`src/pfcPkg.sv`:
```
`default_nettype none

package pfcPkg;

	localparam int PORT_W = 16;
	localparam int MODE_W = 2;
	localparam int BUS_AW = 28;
	localparam int BUS_DW = 32;
	localparam int LANES  = BUS_DW / 8;
	localparam int OFS_W  = 4;
	localparam int FN_W   = 3 * PORT_W;

	// Register window on the internal bus
	localparam logic [BUS_AW-1:0] REG_BASE = 28'h5FFFFC0;
	localparam logic [BUS_AW-1:0] REG_LAST = 28'h5FFFFEF;

	// Byte offsets of the word registers inside the window
	localparam logic [OFS_W+1:0] OFS_DR  = 6'h00;
	localparam logic [OFS_W+1:0] OFS_IOR = 6'h04;
	localparam logic [OFS_W+1:0] OFS_ACR = 6'h08;
	localparam logic [OFS_W+1:0] OFS_BCR = 6'h0C;

	localparam logic [MODE_W-1:0] MODE_GPIO = 2'd0;
	localparam logic [MODE_W-1:0] MODE_FN1  = 2'd1;
	localparam logic [MODE_W-1:0] MODE_FN2  = 2'd2;
	localparam logic [MODE_W-1:0] MODE_FN3  = 2'd3;

	// Port A pins 4 to 8 have no upper mode bit
	localparam logic [BUS_DW-1:0] PA_CR_WMASK = 32'hFFFD_55FF;
	localparam logic [BUS_DW-1:0] PB_CR_WMASK = 32'hFFFF_FFFF;
	localparam logic [PORT_W-1:0] DR_WMASK    = 16'hFFFF;
	localparam logic [PORT_W-1:0] IOR_WMASK   = 16'hFFFF;

	localparam logic [PORT_W-1:0]        DR_RST  = '0;
	localparam logic [PORT_W-1:0]        IOR_RST = '0;
	localparam logic [MODE_W*PORT_W-1:0] CR_RST  = '0;

	// Ordered fn1, fn2, fn3 from the top
	// fn1 idles high for active-low interrupt inputs
	localparam logic [FN_W-1:0] PA_FN_IDLE = {16'hFFFF, 16'h0000, 16'h0000};
	// Serial receive and clock inputs sit on fn2 of port B
	localparam logic [FN_W-1:0] PB_FN_IDLE = {16'hFFFF, 16'hFFFF, 16'h0000};

	typedef struct packed {
		logic [PORT_W-1:0] dr;
		logic [PORT_W-1:0] ior;
		// Control register 1 (pins 15..8) over control register 2
		logic [PORT_W-1:0][MODE_W-1:0] mode;
	} portCfg_t;

	typedef struct packed {
		logic [PORT_W-1:0] fn1;
		logic [PORT_W-1:0] fn2;
		logic [PORT_W-1:0] fn3;
	} fnVec_t;

	typedef struct packed {
		logic [BUS_AW-1:0] addr;
		logic [BUS_DW-1:0] wdata;
		logic [LANES-1:0]  byteEn;
		logic              we;
		logic              req;
	} busReq_t;

endpackage

`default_nettype wire

```
`src/pfcRegs.sv`:
```
`timescale 1ns/10ps
`default_nettype none

module pfcRegs (
	input  wire logic            CLK,
	input  wire logic            RST_N,
	input  wire logic            CE_R,
	input  wire logic            regSel,
	input  wire pfcPkg::busReq_t bus,
	output pfcPkg::portCfg_t     cfgA,
	output pfcPkg::portCfg_t     cfgB
);

	import pfcPkg::*;

	// Each pair is laid out as seen on the bus, port A or CR1 in the upper half
	logic [BUS_DW-1:0] drPair;
	logic [BUS_DW-1:0] iorPair;
	logic [BUS_DW-1:0] crA;
	logic [BUS_DW-1:0] crB;
	logic [OFS_W+1:0]  wrOfs;
	logic              wrStb;

	function automatic logic [BUS_DW-1:0] mergeLanes(
		input logic [BUS_DW-1:0] cur,
		input logic [BUS_DW-1:0] wdata,
		input logic [LANES-1:0]  byteEn,
		input logic [BUS_DW-1:0] wmask
	);
		logic [BUS_DW-1:0] res;
		res = cur;
		for (int i = 0; i < LANES; i++) begin
			if (byteEn[i]) begin
				res[8*i +: 8] = wdata[8*i +: 8] & wmask[8*i +: 8];
			end
		end
		return res;
	endfunction

	assign wrStb = CE_R & regSel & bus.req & bus.we;
	assign wrOfs = {bus.addr[OFS_W+1:2], 2'b00};

	always_ff @(posedge CLK or negedge RST_N) begin
		if (!RST_N) begin
			drPair  <= {DR_RST, DR_RST};
			iorPair <= {IOR_RST, IOR_RST};
			crA     <= CR_RST;
			crB     <= CR_RST;
		end else if (wrStb) begin
			case (wrOfs)
				OFS_DR: begin
					drPair <= mergeLanes(drPair, bus.wdata, bus.byteEn, {DR_WMASK, DR_WMASK});
				end
				OFS_IOR: begin
					iorPair <= mergeLanes(iorPair, bus.wdata, bus.byteEn,
						{IOR_WMASK, IOR_WMASK});
				end
				OFS_ACR: begin
					crA <= mergeLanes(crA, bus.wdata, bus.byteEn, PA_CR_WMASK);
				end
				OFS_BCR: begin
					crB <= mergeLanes(crB, bus.wdata, bus.byteEn, PB_CR_WMASK);
				end
				default: begin
				end
			endcase
		end
	end

	assign cfgA.dr   = drPair[BUS_DW-1 -: PORT_W];
	assign cfgA.ior  = iorPair[BUS_DW-1 -: PORT_W];
	assign cfgA.mode = crA;

	assign cfgB.dr   = drPair[PORT_W-1:0];
	assign cfgB.ior  = iorPair[PORT_W-1:0];
	assign cfgB.mode = crB;

	// Lane enables must be clean whenever the bus master writes
	aWrByteEnKnown: assert property (
		@(posedge CLK) disable iff (!RST_N)
		wrStb |-> !$isunknown(bus.byteEn)
	);

endmodule

`default_nettype wire

```
`src/pfcPortMux.sv`:
```
`timescale 1ns/10ps
`default_nettype none

module pfcPortMux #(
	parameter logic [pfcPkg::FN_W-1:0] FN_IDLE = pfcPkg::PA_FN_IDLE
) (
	input  wire pfcPkg::portCfg_t         cfg,
	input  wire logic [pfcPkg::PORT_W-1:0] pinIn,
	input  wire pfcPkg::fnVec_t           fnOut,
	output logic [pfcPkg::PORT_W-1:0]     pinOut,
	output pfcPkg::fnVec_t                fnIn,
	output logic [pfcPkg::PORT_W-1:0]     gpioRd
);

	import pfcPkg::*;

	localparam fnVec_t IDLE = FN_IDLE;

	logic [PORT_W-1:0] pinGated;

	for (genvar p = 0; p < PORT_W; p++) begin : gPin
		logic [MODE_W-1:0] md;

		assign md = cfg.mode[p];

		always_comb begin
			case (md)
				MODE_FN1: pinOut[p] = fnOut.fn1[p];
				MODE_FN2: pinOut[p] = fnOut.fn2[p];
				MODE_FN3: pinOut[p] = fnOut.fn3[p];
				default:  pinOut[p] = cfg.dr[p];
			endcase
		end

		// A peripheral only sees the pin in its own mode
		assign fnIn.fn1[p] = (md == MODE_FN1) ? pinIn[p] : IDLE.fn1[p];
		assign fnIn.fn2[p] = (md == MODE_FN2) ? pinIn[p] : IDLE.fn2[p];
		assign fnIn.fn3[p] = (md == MODE_FN3) ? pinIn[p] : IDLE.fn3[p];

		assign pinGated[p] = (md == MODE_GPIO) ? pinIn[p] : 1'b0;

		// Output pins read back the latch, inputs the gated pin
		assign gpioRd[p] = cfg.ior[p] ? cfg.dr[p] : pinGated[p];
	end

endmodule

`default_nettype wire

```
`src/pfcReadback.sv`:
```
`timescale 1ns/10ps
`default_nettype none

module pfcReadback (
	input  wire logic                        CLK,
	input  wire logic                        RST_N,
	input  wire logic                        CE_F,
	input  wire logic                        rdStrobe,
	input  wire logic [pfcPkg::OFS_W-1:0]    offset,
	input  wire pfcPkg::portCfg_t            cfgA,
	input  wire pfcPkg::portCfg_t            cfgB,
	input  wire logic [pfcPkg::PORT_W-1:0]   gpioRdA,
	input  wire logic [pfcPkg::PORT_W-1:0]   gpioRdB,
	output logic [pfcPkg::BUS_DW-1:0]        rdata
);

	import pfcPkg::*;

	logic [OFS_W+1:0] rdOfs;

	assign rdOfs = {offset, 2'b00};

	always_ff @(posedge CLK or negedge RST_N) begin
		if (!RST_N) begin
			rdata <= '0;
		end else if (CE_F && rdStrobe) begin
			case (rdOfs)
				OFS_DR:  rdata <= {gpioRdA, gpioRdB};
				OFS_IOR: rdata <= {cfgA.ior, cfgB.ior};
				OFS_ACR: rdata <= cfgA.mode;
				OFS_BCR: rdata <= cfgB.mode;
				// Unused words in the window read as zero
				default: rdata <= '0;
			endcase
		end
	end

	// Read strobe must be clean in every falling phase
	aRdStrobeKnown: assert property (
		@(posedge CLK) disable iff (!RST_N)
		CE_F |-> !$isunknown(rdStrobe)
	);

endmodule

`default_nettype wire

```
`src/pfcTop.sv`:
```
`timescale 1ns/10ps
`default_nettype none

module pfcTop (
	input  wire logic                      CLK,
	input  wire logic                      RST_N,
	input  wire logic                      CE_R,
	input  wire logic                      CE_F,
	input  wire pfcPkg::busReq_t           bus,
	output logic [pfcPkg::BUS_DW-1:0]      rdata,
	output logic                           act,
	input  wire logic [pfcPkg::PORT_W-1:0] paIn,
	output logic [pfcPkg::PORT_W-1:0]      paOut,
	input  wire logic [pfcPkg::PORT_W-1:0] pbIn,
	output logic [pfcPkg::PORT_W-1:0]      pbOut,
	input  wire pfcPkg::fnVec_t            paFnOut,
	output pfcPkg::fnVec_t                 paFnIn,
	input  wire pfcPkg::fnVec_t            pbFnOut,
	output pfcPkg::fnVec_t                 pbFnIn
);

	import pfcPkg::*;

	logic              regSel;
	logic              rdStrobe;
	portCfg_t          cfgA;
	portCfg_t          cfgB;
	logic [PORT_W-1:0] gpioRdA;
	logic [PORT_W-1:0] gpioRdB;

	// Window compare, independent of req
	assign regSel   = (bus.addr >= REG_BASE) && (bus.addr <= REG_LAST);
	assign act      = regSel;
	assign rdStrobe = regSel & bus.req & ~bus.we;

	pfcRegs regs (
		.CLK    (CLK),
		.RST_N  (RST_N),
		.CE_R   (CE_R),
		.regSel (regSel),
		.bus    (bus),
		.cfgA   (cfgA),
		.cfgB   (cfgB)
	);

	pfcPortMux #(.FN_IDLE(PA_FN_IDLE)) portA (
		.cfg    (cfgA),
		.pinIn  (paIn),
		.fnOut  (paFnOut),
		.pinOut (paOut),
		.fnIn   (paFnIn),
		.gpioRd (gpioRdA)
	);

	pfcPortMux #(.FN_IDLE(PB_FN_IDLE)) portB (
		.cfg    (cfgB),
		.pinIn  (pbIn),
		.fnOut  (pbFnOut),
		.pinOut (pbOut),
		.fnIn   (pbFnIn),
		.gpioRd (gpioRdB)
	);

	pfcReadback readback (
		.CLK      (CLK),
		.RST_N    (RST_N),
		.CE_F     (CE_F),
		.rdStrobe (rdStrobe),
		.offset   (bus.addr[OFS_W+1:2]),
		.cfgA     (cfgA),
		.cfgB     (cfgB),
		.gpioRdA  (gpioRdA),
		.gpioRdB  (gpioRdB),
		.rdata    (rdata)
	);

endmodule

`default_nettype wire

```
`config.mk`:
```
export PLATFORM = sky130hd
export DESIGN_NAME = pfcTop
export DESIGN_NICKNAME = d
export VERILOG_FILES = /design/src/pfcPkg.sv /design/src/pfcRegs.sv /design/src/pfcPortMux.sv /design/src/pfcReadback.sv /design/src/pfcTop.sv
export SDC_FILE = /design/constraint.sdc
export NUM_CORES = 1
export LEC_CHECK = 0
export BUFFER_PORTS_ARGS = -buffer_cell sky130_fd_sc_hd__buf_4
export CORE_MARGIN = 8
export CORE_UTILIZATION = 40
export CTS_CLUSTER_DIAMETER = 100
export DETAILED_ROUTE_END_ITERATION = 6
export PLACE_DENSITY = 0.77
export SETUP_SLACK_MARGIN = 0.5
export SLEW_MARGIN = 20
export SYNTH_ARGS = -nofsm -noshare
export SYNTH_HDL_FRONTEND = slang
export SYNTH_SLANG_ARGS = --single-unit
```
`constraint.sdc`:
```
create_clock -name CLK -period 4.2 [get_ports CLK]
set_input_delay 0.63 -clock CLK [delete_from_list [all_inputs] [get_ports CLK]]
set_output_delay 0.63 -clock CLK [all_outputs]
set_load 0.02 [all_outputs]
```
# [Yosys cells after proc, flatten, opt, wreduce, memory -nomap -nowiden]
# Index checks and enable logic that the tools add are counted.
# W data, S select, Z words.
[word_totals] ff_bits=155 input_bits=198 word_cells=343 out_inout_bits=161
[classes] reduce_logical=51 magnitude_cmp=2 mux=183 bitwise=6 n_eq_ne=84
[op_table] operator="$mux W1" n=155
[op_table] operator="$pmux W32 S4" n=1
[op_table] operator="$eq A2 B2 Y1 const B" n=54
[op_table] operator="$pmux W1 S3" n=27
[op_table] operator="$logic_not A2 Y1" n=32
[op_table] operator="$eq A2 B1 Y1 const B" n=27
[op_table] operator="$reduce_and A3 Y1" n=16
[op_table] operator="$ge A28 B27 Y1 const B" n=1
[op_table] operator="$le A28 B27 Y1 const B" n=1
[op_table] operator="$eq A4 B2 Y1 const B" n=2
[op_table] operator="$logic_not A6 Y1" n=1
[op_table] operator="$and A1 B1 Y1" n=5
[op_table] operator="$eq A4 B1 Y1 const B" n=1
[op_table] operator="$logic_and A1 B1 Y1" n=2
[op_table] operator="$not A1 Y1" n=1

# [Depth between registers and ports, before layout]
# Gate-level depths: netlist (run 1).
[depth] ltp_word=6 mapped_depth=7 ltp_nobuf=4

# [Modules after synthesis]
# Synthesis (run 1) repeated with hierarchy kept, for this count alone.
[unflattened] hier_cells=743 area_unflattened_um2=8897.3
[by_module_without_submodules] mod="pfcRegs" n_inst=1 seq_area_each_um2=3078.0 cells_per_inst=276 area_per_inst_um2=4767.1
[by_module_without_submodules] mod="pfcReadback" n_inst=1 seq_area_each_um2=800.8 cells_per_inst=185 area_per_inst_um2=2094.5
[by_module_without_submodules] mod="pfcPortMux (portA)" n_inst=1 seq_area_each_um2=0.0 cells_per_inst=144 area_per_inst_um2=980.9
[by_module_without_submodules] mod="pfcPortMux (portB)" n_inst=1 seq_area_each_um2=0.0 cells_per_inst=128 area_per_inst_um2=980.9
[by_module_without_submodules] mod="pfcTop" n_inst=1 seq_area_each_um2=0.0 cells_per_inst=10 area_per_inst_um2=73.8

# [Worst setup path before layout (run 1)]
# Ideal clock, no wire load.
[synth_timing] path_kind="input to output" startpoint="input bus[42] in the netlist's numbering" endpoint="output act" setup_slack_ps=1620 t_arrival_ps=1950 path_stages=4 required_ps=3570 path_buffers=2 cell_sequence="buf_2 a2111oi_4 buf_2 and2_1"
[synth_between] elab_chain_len=2 elab_cells_between_ends=3 cone_classes="2 x order compare; 1 x reduce/logical"
[synth_lines] element="start: declaration" line_no="pfcTop.sv:9" text="input wire pfcPkg::busReq_t bus,"
[synth_lines] element="$ge A28 B27 Y1 or $le A28 B27 Y1 (tied branches)" line_no="pfcTop.sv:32" text="assign regSel = (bus.addr >= REG_BASE) && (bus.addr <= REG_LAST);"
[synth_lines] element="$logic_and A1 B1 Y1 *" line_no="pfcTop.sv:32"
[synth_lines] element="end: declaration" line_no="pfcTop.sv:11" text="output logic act,"
# Every way passes the cells marked *; elsewhere a longest branch is shown, timed or not.

# [Worst setup path after layout (run 1)]
[layout_timing] startpoint="input bus[63] in the netlist's numbering" endpoint="output act"
# Same word-level chain as after synthesis.

==> results of run 1 <==
routing by layer:
metal	vias up	track usage, %	routed length (microns)
met3	31	6.775	2569
met5	-	0	0
li1	3376	-	-
met2	340	39.68	15670
met4	0	7.214	465
met1	3728	26.77	12200
worst reg2reg max path, stage by stage (launching register included):
cell	delay (ps)
sky130_fd_sc_hd__dfrtp_1	490
sky130_fd_sc_hd__or4b_2	680
sky130_fd_sc_hd__o21ai_0	220
sky130_fd_sc_hd__o2bb2ai_1	140
sky130_fd_sc_hd__mux2_2	150
layout by cell type (no fill, tap or decap), types with 2 or more instances in the layout:
cell,Yosys,final
sky130_fd_sc_hd__buf_4,10,343
sky130_fd_sc_hd__dfrtp_1,155,155
sky130_fd_sc_hd__mux2_2,153,153
sky130_fd_sc_hd__nand2_1,47,47
sky130_fd_sc_hd__nor2_1,45,45
sky130_fd_sc_hd__mux2i_1,30,30
sky130_fd_sc_hd__mux4_2,27,27
sky130_fd_sc_hd__and3_1,27,27
sky130_fd_sc_hd__o21ai_0,24,24
sky130_fd_sc_hd__or3b_2,21,21
sky130_fd_sc_hd__nor4b_1,17,17
sky130_fd_sc_hd__a21oi_1,17,17
sky130_fd_sc_hd__clkbuf_16,0,17
sky130_fd_sc_hd__o221ai_1,13,13
sky130_fd_sc_hd__nand4_1,12,12
sky130_fd_sc_hd__conb_1,1,10
sky130_fd_sc_hd__nand3_2,8,9
sky130_fd_sc_hd__inv_1,8,8
sky130_fd_sc_hd__or4b_2,8,8
sky130_fd_sc_hd__nand2b_1,7,7
sky130_fd_sc_hd__o2bb2ai_1,7,7
sky130_fd_sc_hd__mux2_1,5,5
sky130_fd_sc_hd__clkinv_4,0,5
sky130_fd_sc_hd__nand4_2,4,4
sky130_fd_sc_hd__o21a_1,4,4
sky130_fd_sc_hd__nor4_1,3,3
sky130_fd_sc_hd__o22ai_1,3,3
sky130_fd_sc_hd__a31oi_1,3,3
sky130_fd_sc_hd__nor3b_1,3,3
sky130_fd_sc_hd__o32ai_1,3,3
sky130_fd_sc_hd__a22o_1,3,3
sky130_fd_sc_hd__bufinv_16,0,3
sky130_fd_sc_hd__or3_1,2,2
sky130_fd_sc_hd__o41ai_1,2,2
sky130_fd_sc_hd__inv_6,0,2
sky130_fd_sc_hd__clkbuf_1,17,2
area by class of cell:
type,instances,area [sq um],share of cell area [%]
multi-input cells,518,4603,38.12
repair buffers,345,2606,21.58
diodes,1,2.502,0.02072
inverters,8,30.03,0.2487
well taps,275,344.1,2.849
clock inverters,12,163.9,1.357
flip-flops and latches,155,3879,32.12
clock buffers,20,446.7,3.699
worst max-delay path by stage:
stage	endpoint	slack, ps	from
after floorplan	act	1620	bus[42]
after global placement	regs.drPair[21]	1080	bus[40]
after detailed placement	regs.drPair[21]	1050	bus[40]
after CTS	act	1290	bus[63]
after global routing	act	1180	bus[59]
final	act	1300	bus[63]
sequential cells by signal, summed over array words and instances (netlist names):
signal          cells
regs.iorPair       32
regs.crA           27
regs.crB           32
regs.drPair        32
readback.rdata     32
through the flow:
| step | setup slack (ps) | utilization [%] |
|---|---|---|
| after floorplan | 1620 | - |
| after global placement | 1081 | 54.36 |
| after detailed placement | 1050 | 54.36 |
| after CTS | 1294 | 57.25 |
| after global routing | 1182 | 57.26 |
| final | 1303 | 57.26 |
power groups by stage:
stage,combinational [mW],sequential (mW),clock [mW]
floorplan,0.0803,1.52,0
global placement,0.280,1.52,0
detailed placement,0.284,1.52,0
CTS,0.285,1.49,1.63
global route,0.308,1.49,1.68
finish,0.284,1.49,1.60
cells by family after synthesis:
family                 Yosys count  share of synthesized area (%)
muxes                          215                          31.14
and+or+nand+nor                213                          15.22
DFF                            155                          44.95
AOI/OAI and AO/OA               80                          6.322
buffers and inverters           42                          2.320
other                            1                        0.04346
==> impl_summary.txt, run 1 <==
----------------------------------------------------
[Status]
  Run status ... completed

[Clock network]
  Number of instances resized during post-cts repair ... 0
  Number of buffers between clock root and the deepest sink ... 2
  Number of buffers inserted for hold repair after clock tree synthesis ... 0
  Num CTS Buffers ... 17
  Cell chosen for the clock root ... sky130_fd_sc_hd__clkbuf_16
  Setup bufs post-CTS ... 0
  Clk_lat worst skew ... 420 ps
  # H-tree levels ... 4
  Sinks on the clock net ... around 160
  Clock-pin slew reported for the worst setup and hold paths after clock tree synthesis ... approximately 60 ps
  Clock tree from TritonCTS ... done

[Global routing]
  Vias in the first global route ... approximately 7,800
  Largest net degree at the start of global routing ... 79
  First-pass GRT wire length ... 46,070 microns
  Global-route usage over all layers ... 22.89%
  Total grt overflow ... 0
  Antenna violations before repair ... 1

[Timing]
  Worst max-slew margin expressed relative to the limit ... a little over a third
  Final setup skew ... slightly below 10 ps
  Number of failing setup endpoints in the final timing report ... 0
  Final period utilization ... around 70%
  Peak Freq ... 345.2 MHz
  Hold violation total from the final report ... 0
  Slew @ Worst Pin ... 957.0 ps
  Post-route setup TNS ... 0 ps
  RSZ-0062 raised after global routing ... false
  Final worst path period need ... ~2900 ps
  WHS ... between 200 and 250 ps
  Max-slew violation count ... 0

[Floorplan]
  Chip width ... 162.9 microns
  Chip height ... ~160 microns
  Standard cell core area ... about 21,000 sq um
  Cell Rows ... 53
  Number of ports placed on the die boundary ... ~360
  Initial core utilization ... 40.92%
  Die footprint ... between 20,000 and 30,000 sq um

[Logic synthesis]
  Leading post-synthesis cells by instance count ... sky130_fd_sc_hd__dfrtp_1 (155), sky130_fd_sc_hd__mux2_2 (153), sky130_fd_sc_hd__nand2_1 (47), sky130_fd_sc_hd__nor2_1 (45), sky130_fd_sc_hd__mux2i_1 (30)
  Most frequent cell after synthesis ... sky130_fd_sc_hd__dfrtp_1
  Yosys synthesis warning count ... 0
  Biggest area contributors in the synthesized netlist ... sky130_fd_sc_hd__dfrtp_1 (45%), sky130_fd_sc_hd__mux2_2 (20%), sky130_fd_sc_hd__mux4_2 (7.0%), sky130_fd_sc_hd__mux2i_1 (3.5%), sky130_fd_sc_hd__or3b_2 (2.1%)
  Summed instance area of the synthesized netlist ... ~8600 sq um
  Top cell type by total area after synthesis ... sky130_fd_sc_hd__dfrtp_1
  Cell count after synthesis ... 706
  Post-synthesis async set-or-reset flop share ... between 90% and 100%
  Yosys top cell area share ... 44.95%
  Number of synthesized register bits ... 155
  Sequential share of the synthesized area ... 44.95%
  Netlist cell types ... 44
  Mean Syn Cell Area ... between 10 and 15 sq um
  Number of flops mapped to enable cells by yosys ... 0
  Flip-flop cell with the highest count after synthesis ... sky130_fd_sc_hd__dfrtp_1

[Placement]
  Weighted congestion reported at the end of routability-driven placement ... just over 0.8
  Cell Count Post-Placement ... 1,301
  HPWL after DPL ... 23,290 microns
  Standard cell area after detailed placement ... around 11,000 sq um
  I/O Buffers ... 336

[Job]
  Number of max-capacitance violations reported ... 0

[Routing]
  Post-Route WL ... 30,910 microns
  Avg WL per Cell ... 23.17 microns
  Vias/cell ... ~5.6
  Pre-Repair DR Iteration Count ... 5
  Antenna Nets Post-Route ... 0
  Number of DRC violations after detailed routing ... 0
  DR vias ... 7,475
  DRC violation total after the first TritonRoute iteration ... approximately 480

[Worst setup path]
  Crit-path leading delay family ... simple AND/OR/NAND/NOR gates
  Largest stage delay, worst path ... 720 ps
  CP Data Required Time ... 3570 ps
  Type of element capturing the critical path ... output pin
  Reg-to-reg startpoint ... regs.crB[5]
  Data arrival at the endpoint of the critical path ... 2270 ps
  CP cell instances ... buf_4, nand4b_1, nor4_4, buf_4, and2_1, buf_4
  Worst-case register-to-register setup slack ... approximately 2500 ps
  Cell with the most instances on the worst path ... sky130_fd_sc_hd__buf_4
  Crit-path slowest cell ... sky130_fd_sc_hd__nor4_4
  Worst-path maximum fanout ... 13
  RR Endpoint ... readback.rdata[2]
  CP Class ... input port to output pin
  Startpoint Class ... input port
  Number of cells on the worst reg-to-reg path ... 4
  Number of logic stages on the critical path including buffering ... 6
  Buffers and inverters on the worst path ... 3

[Hold path]
  Class of the tightest hold or removal check ... input port to asynchronous set/reset pin

[Power]
  Power per Cell Area ... approximately 280 nW/um^2
  Net switching power of the design ... between 700 and 800 uW
  Peak supply drop ... 0.2543 mV
  Switching Share ... between 20% and 30%
  Proportion of power drawn by the clock network ... between 40% and 50%
  Static leakage power ... between 6 and 7 nW
  Tot Pwr ... 3.380 mW
  Cell-internal power ... 2.597 mW
  Comb pwr share ... around 8.4%
  Register share of total power ... between 40% and 50%

[Final layout]
  Post-route design area ... between 10,000 and 15,000 sq um
  Ratio of cells with drive above 1 in the final layout ... 56.90%
  Count of placed standard cells in the final layout, fillers left out ... between 1,000 and 1,500
  Nets ... about 1,200
  Synth-to-layout area growth ... 39.93%
  FILL cells ... roughly 1,800

----------------------------------------------------
Note: power is estimated with default switching activity, not from simulation.
==> run 2: changes to the inputs <==
--- a/config.mk
+++ b/config.mk
@@ -10,7 +10,7 @@
 export CORE_UTILIZATION = 40
 export CTS_CLUSTER_DIAMETER = 100
 export DETAILED_ROUTE_END_ITERATION = 6
-export PLACE_DENSITY = 0.77
+export PLACE_DENSITY = 0.79
 export SETUP_SLACK_MARGIN = 0.5
 export SLEW_MARGIN = 20
 export SYNTH_ARGS = -nofsm -noshare
==> constraint.sdc (replaced) <==
create_clock -name CLK -period 2.5 [get_ports CLK]
set_input_delay 0.375 -clock CLK [delete_from_list [all_inputs] [get_ports CLK]]
set_output_delay 0.375 -clock CLK [all_outputs]
set_load 0.02 [all_outputs]
==> impl_summary.txt, run 2 (same netlist as run 1, synthesis figures left out) <==
----------------------------------------------------
[Timing]
  Number of failing setup endpoints in the final timing report ... 0 (unchanged)
  Final setup skew ... 20.47 ps (+10.81 ps)
  Worst max-slew margin expressed relative to the limit ... 61.50% (+25 points)
  Max-slew violation count ... 0 (unchanged)
  RSZ-0062 raised after global routing ... true
  Post-route setup TNS ... 0 ps (unchanged)
  Slew @ Worst Pin ... 574.4 ps (-382.6 ps)
  Final period utilization ... between 70% and 80%
  Peak Freq ... a little over 500 MHz
  Final worst path period need ... between 1500 and 2000 ps
  Hold violation total from the final report ... 0 (unchanged)

[Clock network]
  Clk_lat worst skew ... 430 ps (about the same)
  Num CTS Buffers ... 17 (unchanged)
  # H-tree levels ... 4 (unchanged)
  Clock-pin slew reported for the worst setup and hold paths after clock tree synthesis ... 70 ps (about the same)
  Sinks on the clock net ... 155 (unchanged)
  Cell chosen for the clock root ... sky130_fd_sc_hd__clkbuf_16
  Number of buffers between clock root and the deepest sink ... 2 (unchanged)
  Clock tree from TritonCTS ... done

[Final layout]
  FILL cells ... 1,756 (-2.8%)
  Most common library cell in the layout ignoring fill and taps ... sky130_fd_sc_hd__buf_4
  Ratio of cells with drive above 1 in the final layout ... 60.39% (+3.5 points)
  Count of placed standard cells in the final layout, fillers left out ... 1,350 (+1.2%)
  Nets ... 1,258 (+1.2%)
  Final core utilization ... 58.14% (+0.88 points)
  Synth-to-layout area growth ... 42.08%
  Most frequent cells in the layout ... sky130_fd_sc_hd__buf_4 (353), sky130_fd_sc_hd__mux2_2 (152), sky130_fd_sc_hd__dfrtp_1 (125)

[Routing]
  DR vias ... 7,359 (-1.6%)
  Pre-Repair DR Iteration Count ... 4 (-1)
  Avg WL per Cell ... 22.38 microns (-3.4%)
  Post-Route WL ... 30,220 microns (-2.2%)
  Number of DRC violations after detailed routing ... 0 (unchanged)
  DRC violation total after the first TritonRoute iteration ... 399 (-17%)
  Antenna Nets Post-Route ... 0 (unchanged)
  Vias/cell ... 5.451 (-2.7%)

[Worst setup path]
  CP Class ... flop to output pin
  Worst-path maximum fanout ... 8 (-5)
  Type of element capturing the critical path ... output pin
  Reg-to-reg startpoint ... regs.crB[25]
  CP Data Required Time ... 2120 ps (-1450 ps)
  Crit. Startpoint ... regs.crB[14]
  Startpoint Class ... flop
  Data arrival at the endpoint of the critical path ... 1600 ps (-670 ps)

[Floorplan]
  Die footprint ... 26,530 sq um (unchanged)
  Initial core utilization ... 40.92% (unchanged)
  Number of ports placed on the die boundary ... 359 (unchanged)
  Standard cell core area ... 21,090 sq um (unchanged)
  Chip height ... 162.9 microns (unchanged)
  Chip width ... 162.9 microns (unchanged)
  Cell Rows ... 53 (unchanged)

[Global routing]
  First-pass GRT wire length ... 45,280 microns (-1.7%)
  Largest net degree at the start of global routing ... 88 (+11%)
  Vias in the first global route ... 7,933 (+2.0%)
  Antenna violations before repair ... 1 (unchanged)
  Total grt overflow ... 0 (unchanged)
  Global-route usage over all layers ... 22.18% (-0.72 points)

[Hold path]
  Class of the tightest hold or removal check ... input port to flop
  Worst Min Path Start ... bus[30]

[Placement]
  HPWL after DPL ... 23,240 microns (-0.22%)
  Cell Count Post-Placement ... 1,312 (+0.85%)
  I/O Buffers ... 336 (unchanged)
  Weighted congestion reported at the end of routability-driven placement ... 0.7879 (-4.5%)

[Power]
  Power per Cell Area ... 460.8 nW/um^2 (+65%)
  Static leakage power ... 6.159 nW (+0.32%)
  Peak supply drop ... 0.4105 mV (+61%)
  Tot Pwr ... 5.650 mW (+67%)

[Status]
  Run status ... completed

[Job]
  Number of max-capacitance violations reported ... 0 (unchanged)

----------------------------------------------------
-- run 2: cell types whose count changed in the layout (fill, tap and decap cells not counted), sizes merged --
cell         before  now
inv              10   17
diode             1    2
dlygate4sd3       0    1
clkbuf           20   17
clkinvlp          1    4
clkinv            6    0
bufinv            3    2
buf             345  359
-- run 2: per-layer routing --
| layer | wire, microns | share of wire (%) | global-route usage [%] |
|---|---|---|---|
| met5 | 13 | 0.043 | 0 |
| met4 | 239 | 0.79 | 4.504 |
| met3 | 2426 | 8.0 | 7.230 |
| met2 | 15610 | 52 | 38.74 |
| met1 | 11930 | 39 | 26.20 |
-- run 2: path summary, 6_finish.rpt --
path	end	slack, ps	cells past startpoint
min in group asynchronous	regs.crA[30]	500	3
max reg2reg	readback.rdata[12]	750	5
min reg2reg	readback.rdata[18]	500	1
max	pbOut[7]	530	2
min	regs.crB[24]	210	2
max in group asynchronous	regs.crB[20]	1540	3
-- run 2: where the power goes --
group	total (mW)	internal, mW	switching, mW
clock	2.66	1.51	1.15
sequential	2.51	2.51	0.000000238
combinational	0.486	0.256	0.231
-- run 2: cell type report --
| cell class | instances | area [sq um] | area share (%) |
|---|---|---|---|
| diodes | 2 | 5.005 | 0.04082 |
| clock buffers | 17 | 425.4 | 3.470 |
| clock inverters | 15 | 173.9 | 1.419 |
| inverters | 8 | 30.03 | 0.2449 |
| multi-input cells | 518 | 4612 | 37.62 |
| flip-flops and latches | 155 | 3916 | 31.94 |
| well taps | 275 | 344.1 | 2.806 |
| repair buffers | 360 | 2754 | 22.46 |
-- run 2: repair_timing --
| item | 4_1_cts | 5_1_grt |
|---|---|---|
| hold buffers | 1 | 0 |
| setup endpoints to repair | 18 | 19 |
| gates resized for setup | 16 | 16 |
| setup buffers | 0 | 3 |
| endpoints found under the hold margin | 75 | 0 |
-- run 2: per-stage QoR --
step | cell area [sq um] | worst slack [ps] | hold slack, ps
floorplan | 8713 | 439.2 | 79.41
global placement | 11580 | 272.3 | 399.7
detailed placement | 11580 | 241.4 | 405.7
CTS | 12210 | 500.1 | 192.3
global route | 12260 | 476.3 | 187.1
finish | 12260 | 528.8 | 205.5
-- run 2: worst max-delay path, stage by stage (launching register included) --
cell and delay [ps]:
sky130_fd_sc_hd__dfrtp_2 480, sky130_fd_sc_hd__mux4_2 540, sky130_fd_sc_hd__buf_6 150
==> run 3: changes to the inputs <==
--- a/config.mk
+++ b/config.mk
@@ -5,12 +5,13 @@
 export SDC_FILE = /design/constraint.sdc
 export NUM_CORES = 1
 export LEC_CHECK = 0
+export ABC_AREA = 1
 export BUFFER_PORTS_ARGS = -buffer_cell sky130_fd_sc_hd__buf_4
 export CORE_MARGIN = 8
 export CORE_UTILIZATION = 40
 export CTS_CLUSTER_DIAMETER = 100
 export DETAILED_ROUTE_END_ITERATION = 6
-export PLACE_DENSITY = 0.79
+export PLACE_DENSITY = 0.78
 export SETUP_SLACK_MARGIN = 0.5
 export SLEW_MARGIN = 20
 export SYNTH_ARGS = -nofsm -noshare
==> constraint.sdc (replaced) <==
create_clock -name CLK -period 1.7 [get_ports CLK]
set_input_delay 0.255 -clock CLK [delete_from_list [all_inputs] [get_ports CLK]]
set_output_delay 0.255 -clock CLK [all_outputs]
set_load 0.02 [all_outputs]
==> impl_summary.txt, run 3 <==
----------------------------------------------------
[Final layout]
  Synth-to-layout area growth ... 94.55%
  Count of placed standard cells in the final layout, fillers left out ... 2,247 (+66%)
  Antenna fix cells ... 0 (-2)
  Flip-flop and latch area ... 3939 sq um (+0.58%)
  Most frequent cells in the layout ... sky130_fd_sc_hd__nand2_1 (386), sky130_fd_sc_hd__buf_4 (361), sky130_fd_sc_hd__buf_6 (214)
  Post-route design area ... 18,460 sq um (+51%)
  Area of the multi-input gates ... 6855 sq um (+49%)
  Most common library cell in the layout ignoring fill and taps ... sky130_fd_sc_hd__nand2_1
  FILL cells ... 1,370 (-22%)
  Ratio of cells with drive above 1 in the final layout ... 60.43% (about the same)
  Nets ... 2,114 (+68%)

[Floorplan]
  Initial core utilization ... 40.54% (-0.38 points)
  Die footprint ... 28,900 sq um (+8.9%)
  Standard cell core area ... 23,400 sq um (+11%)
  Cell Rows ... 56 (+5.7%)
  Chip height ... 170.0 microns (+4.4%)
  Number of ports placed on the die boundary ... 359 (unchanged)
  Chip width ... 170.0 microns (+4.4%)

[Timing]
  Smallest setup slack after layout ... -20.76 ps (-549.6 ps)
  Final period utilization ... 101.2%
  Number of failing setup endpoints in the final timing report ... 4 (+4)
  Peak Freq ... slightly below 600 MHz
  RSZ-0062 raised after global routing ... true
  Final setup skew ... 9.509 ps (-10.96 ps)
  Max-slew violation count ... 0 (unchanged)
  Hold violation total from the final report ... 0 (unchanged)
  Final worst path period need ... 1721 ps

[Worst setup path]
  Worst-path maximum fanout ... 7 (-1)
  Startpoint Class ... flop
  CP Class ... flop to output pin
  CP Data Required Time ... 1440 ps (-680 ps)
  CP cell instances ... nor2_4, nand2_2, nand4_1, buf_6
  Crit-path leading delay family ... flip-flops
  Data arrival at the endpoint of the critical path ... 1470 ps (-130 ps)
  Buffers and inverters on the worst path ... 1 (unchanged)
  Largest stage delay, worst path ... 500 ps (-40 ps)
  Reg-to-reg startpoint ... regs.crB[13]
  Crit-path slowest cell ... sky130_fd_sc_hd__dfrtp_2
  Crit. Startpoint ... regs.crA[0]
  Type of element capturing the critical path ... output pin

[Routing]
  DR vias ... 13,140 (+79%)
  DRC violation total after the first TritonRoute iteration ... 1,338 (+240%)
  Antenna Nets Post-Route ... 0 (unchanged)
  Avg WL per Cell ... 23.14 microns (+3.4%)
  Number of DRC violations after detailed routing ... 0 (unchanged)
  Pre-Repair DR Iteration Count ... 7 (+3)
  Post-Route WL ... 51,990 microns (+72%)
  Vias/cell ... 5.848 (+7.3%)

[Logic synthesis]
  Yosys synthesis warning count ... 0 (unchanged)
  Mean Syn Cell Area ... 7.155 sq um (-41%)
  Summed instance area of the synthesized netlist ... 9488 sq um (+9.9%)
  Most frequent cell after synthesis ... sky130_fd_sc_hd__nand2_1
  Sequential share of the synthesized area ... 40.88% (-4.1 points)
  Number of synthesized register bits ... 155 (unchanged)
  Top cell type by total area after synthesis ... sky130_fd_sc_hd__dfrtp_1
  Post-synthesis async set-or-reset flop share ... 100.0% (unchanged)
  Yosys top cell area share ... 40.88% (-4.1 points)
  Leading post-synthesis cells by instance count ... sky130_fd_sc_hd__nand2_1 (459), sky130_fd_sc_hd__nand3_1 (271), sky130_fd_sc_hd__dfrtp_1 (155), sky130_fd_sc_hd__inv_1 (129), sky130_fd_sc_hd__nor3_1 (43)
  Netlist cell types ... 32 (-27%)
  Flip-flop cell with the highest count after synthesis ... sky130_fd_sc_hd__dfrtp_1
  Cell count after synthesis ... 1,326 (+88%)
  Biggest area contributors in the synthesized netlist ... sky130_fd_sc_hd__dfrtp_1 (41%), sky130_fd_sc_hd__nand2_1 (18%), sky130_fd_sc_hd__nand3_1 (14%), sky130_fd_sc_hd__inv_1 (5.1%), sky130_fd_sc_hd__nand4_4 (3.1%)
  Number of flops mapped to enable cells by yosys ... 0 (unchanged)

[Clock network]
  Cell chosen for the clock root ... sky130_fd_sc_hd__clkbuf_16
  Clock tree from TritonCTS ... done
  Sinks on the clock net ... 155 (unchanged)
  Number of buffers between clock root and the deepest sink ... 2 (unchanged)
  Clock-pin slew reported for the worst setup and hold paths after clock tree synthesis ... 70 ps (about the same)
  # H-tree levels ... 4 (unchanged)
  Num CTS Buffers ... 17 (unchanged)
  Clk_lat worst skew ... 430 ps (about the same)

[Placement]
  Standard cell area after detailed placement ... 12,940 sq um (+12%)
  I/O Buffers ... 336 (unchanged)
  HPWL after DPL ... 28,950 microns (+25%)
  Weighted congestion reported at the end of routability-driven placement ... 0.8727 (+11%)
  Cell Count Post-Placement ... 1,984 (+51%)
  Pre-CTS setup slack ... -81.40 ps (-322.8 ps)

[Power]
  Power per Cell Area ... 447.1 nW/um^2 (-3.0%)
  Static leakage power ... 8.638 nW (+40%)
  Tot Pwr ... 8.253 mW (+46%)
  Peak supply drop ... 0.4850 mV (+18%)

[Hold path]
  Class of the tightest hold or removal check ... input port to flop
  Worst Min Path Start ... bus[21]

[Global routing]
  Vias in the first global route ... 12,333 (+55%)
  Total grt overflow ... 0 (unchanged)
  First-pass GRT wire length ... 66,790 microns (+48%)
  Largest net degree at the start of global routing ... 44 (-50%)
  Antenna violations before repair ... 0 (-1)
  Global-route usage over all layers ... 29.69% (+7.5 points)

[Status]
  Violated checks ... setup timing
  Run status ... complete, but fails checks

[Job]
  Number of max-capacitance violations reported ... 0 (unchanged)

----------------------------------------------------
-- run 3: power breakdown --
part | switching [mW] | total [mW] | internal (mW) | leakage, nW
registers | 0.000000314 | 3.69 | 3.69 | 2.09
logic | 0.559 | 0.950 | 0.391 | 6.30
clock network | 1.62 | 3.62 | 2.00 | 0.254
-- run 3: worst min-delay path, stage by stage --
cell	delay, ps
sky130_fd_sc_hd__buf_4	110
sky130_fd_sc_hd__nand3_2	60
sky130_fd_sc_hd__nand2_1	50
-- run 3: path summary, 6_finish.rpt --
path / end / slack (ps) / depth (start not counted)
max in group asynchronous: regs.crA[24] / 690 / 3
hold reg to reg: regs.drPair[24] / 490 / 2
hold / removal: regs.drPair[15] / 80 / 3
min in group asynchronous: regs.crB[30] / 330 / 2
setup reg to reg: readback.rdata[6] / 140 / 7
setup / recovery: paOut[0] / -20 / 4
-- run 3: area by class of cell --
type / instances / share of cell area [%]
tap: 319 / 2.162
timing repair buffer: 621 / 33.29
multi-input combinational: 988 / 37.14
clock inverter: 12 / 0.5558
clock buffer: 19 / 2.345
sequential: 155 / 21.34
inverter: 133 / 3.165
-- run 3: repair_timing --
item,in CTS,in global routing
endpoints found under the setup margin,301,306
resized for setup,433,359
gates cloned,15,4
pin swaps,150,151
hold buffers,1,0
hold endpoints to repair,37,0
setup buffers,135,77
-- run 3: stage by stage --
step | setup TNS (ps) | util, % | hold WS, ps
detailed placement | -1822 | 55.31 | 222.2
CTS | 0 | 69.70 | 50.62
global placement | -661.1 | 55.31 | 216.9
global route | -300.9 | 78.88 | 87.22
finish | -31.61 | 78.88 | 76.83
floorplan | 0 | - | -40.59
-- run 3: kinds of logic (layout without fill, tap and decap cells) --
group	Yosys count	count (layout)	synth area share, %
other	1	10	0.03952
and+or+nand+nor	876	877	43.28
AOI/OAI and AO/OA	101	101	6.264
DFF	155	155	40.88
buffers and inverters	193	785	9.534
-- run 3: per-layer routing --
| metal | routed length, microns | part of all wire, % | vias up | GRT usage, % |
|---|---|---|---|---|
| met5 | 0 | 0 | - | 0 |
| met4 | 3054 | 5.9 | 0 | 15.45 |
| met1 | 17960 | 35 | 6331 | 34.12 |
| met3 | 5623 | 11 | 259 | 8.480 |
| li1 | - | - | 5599 | - |
| met2 | 25360 | 49 | 951 | 49.78 |
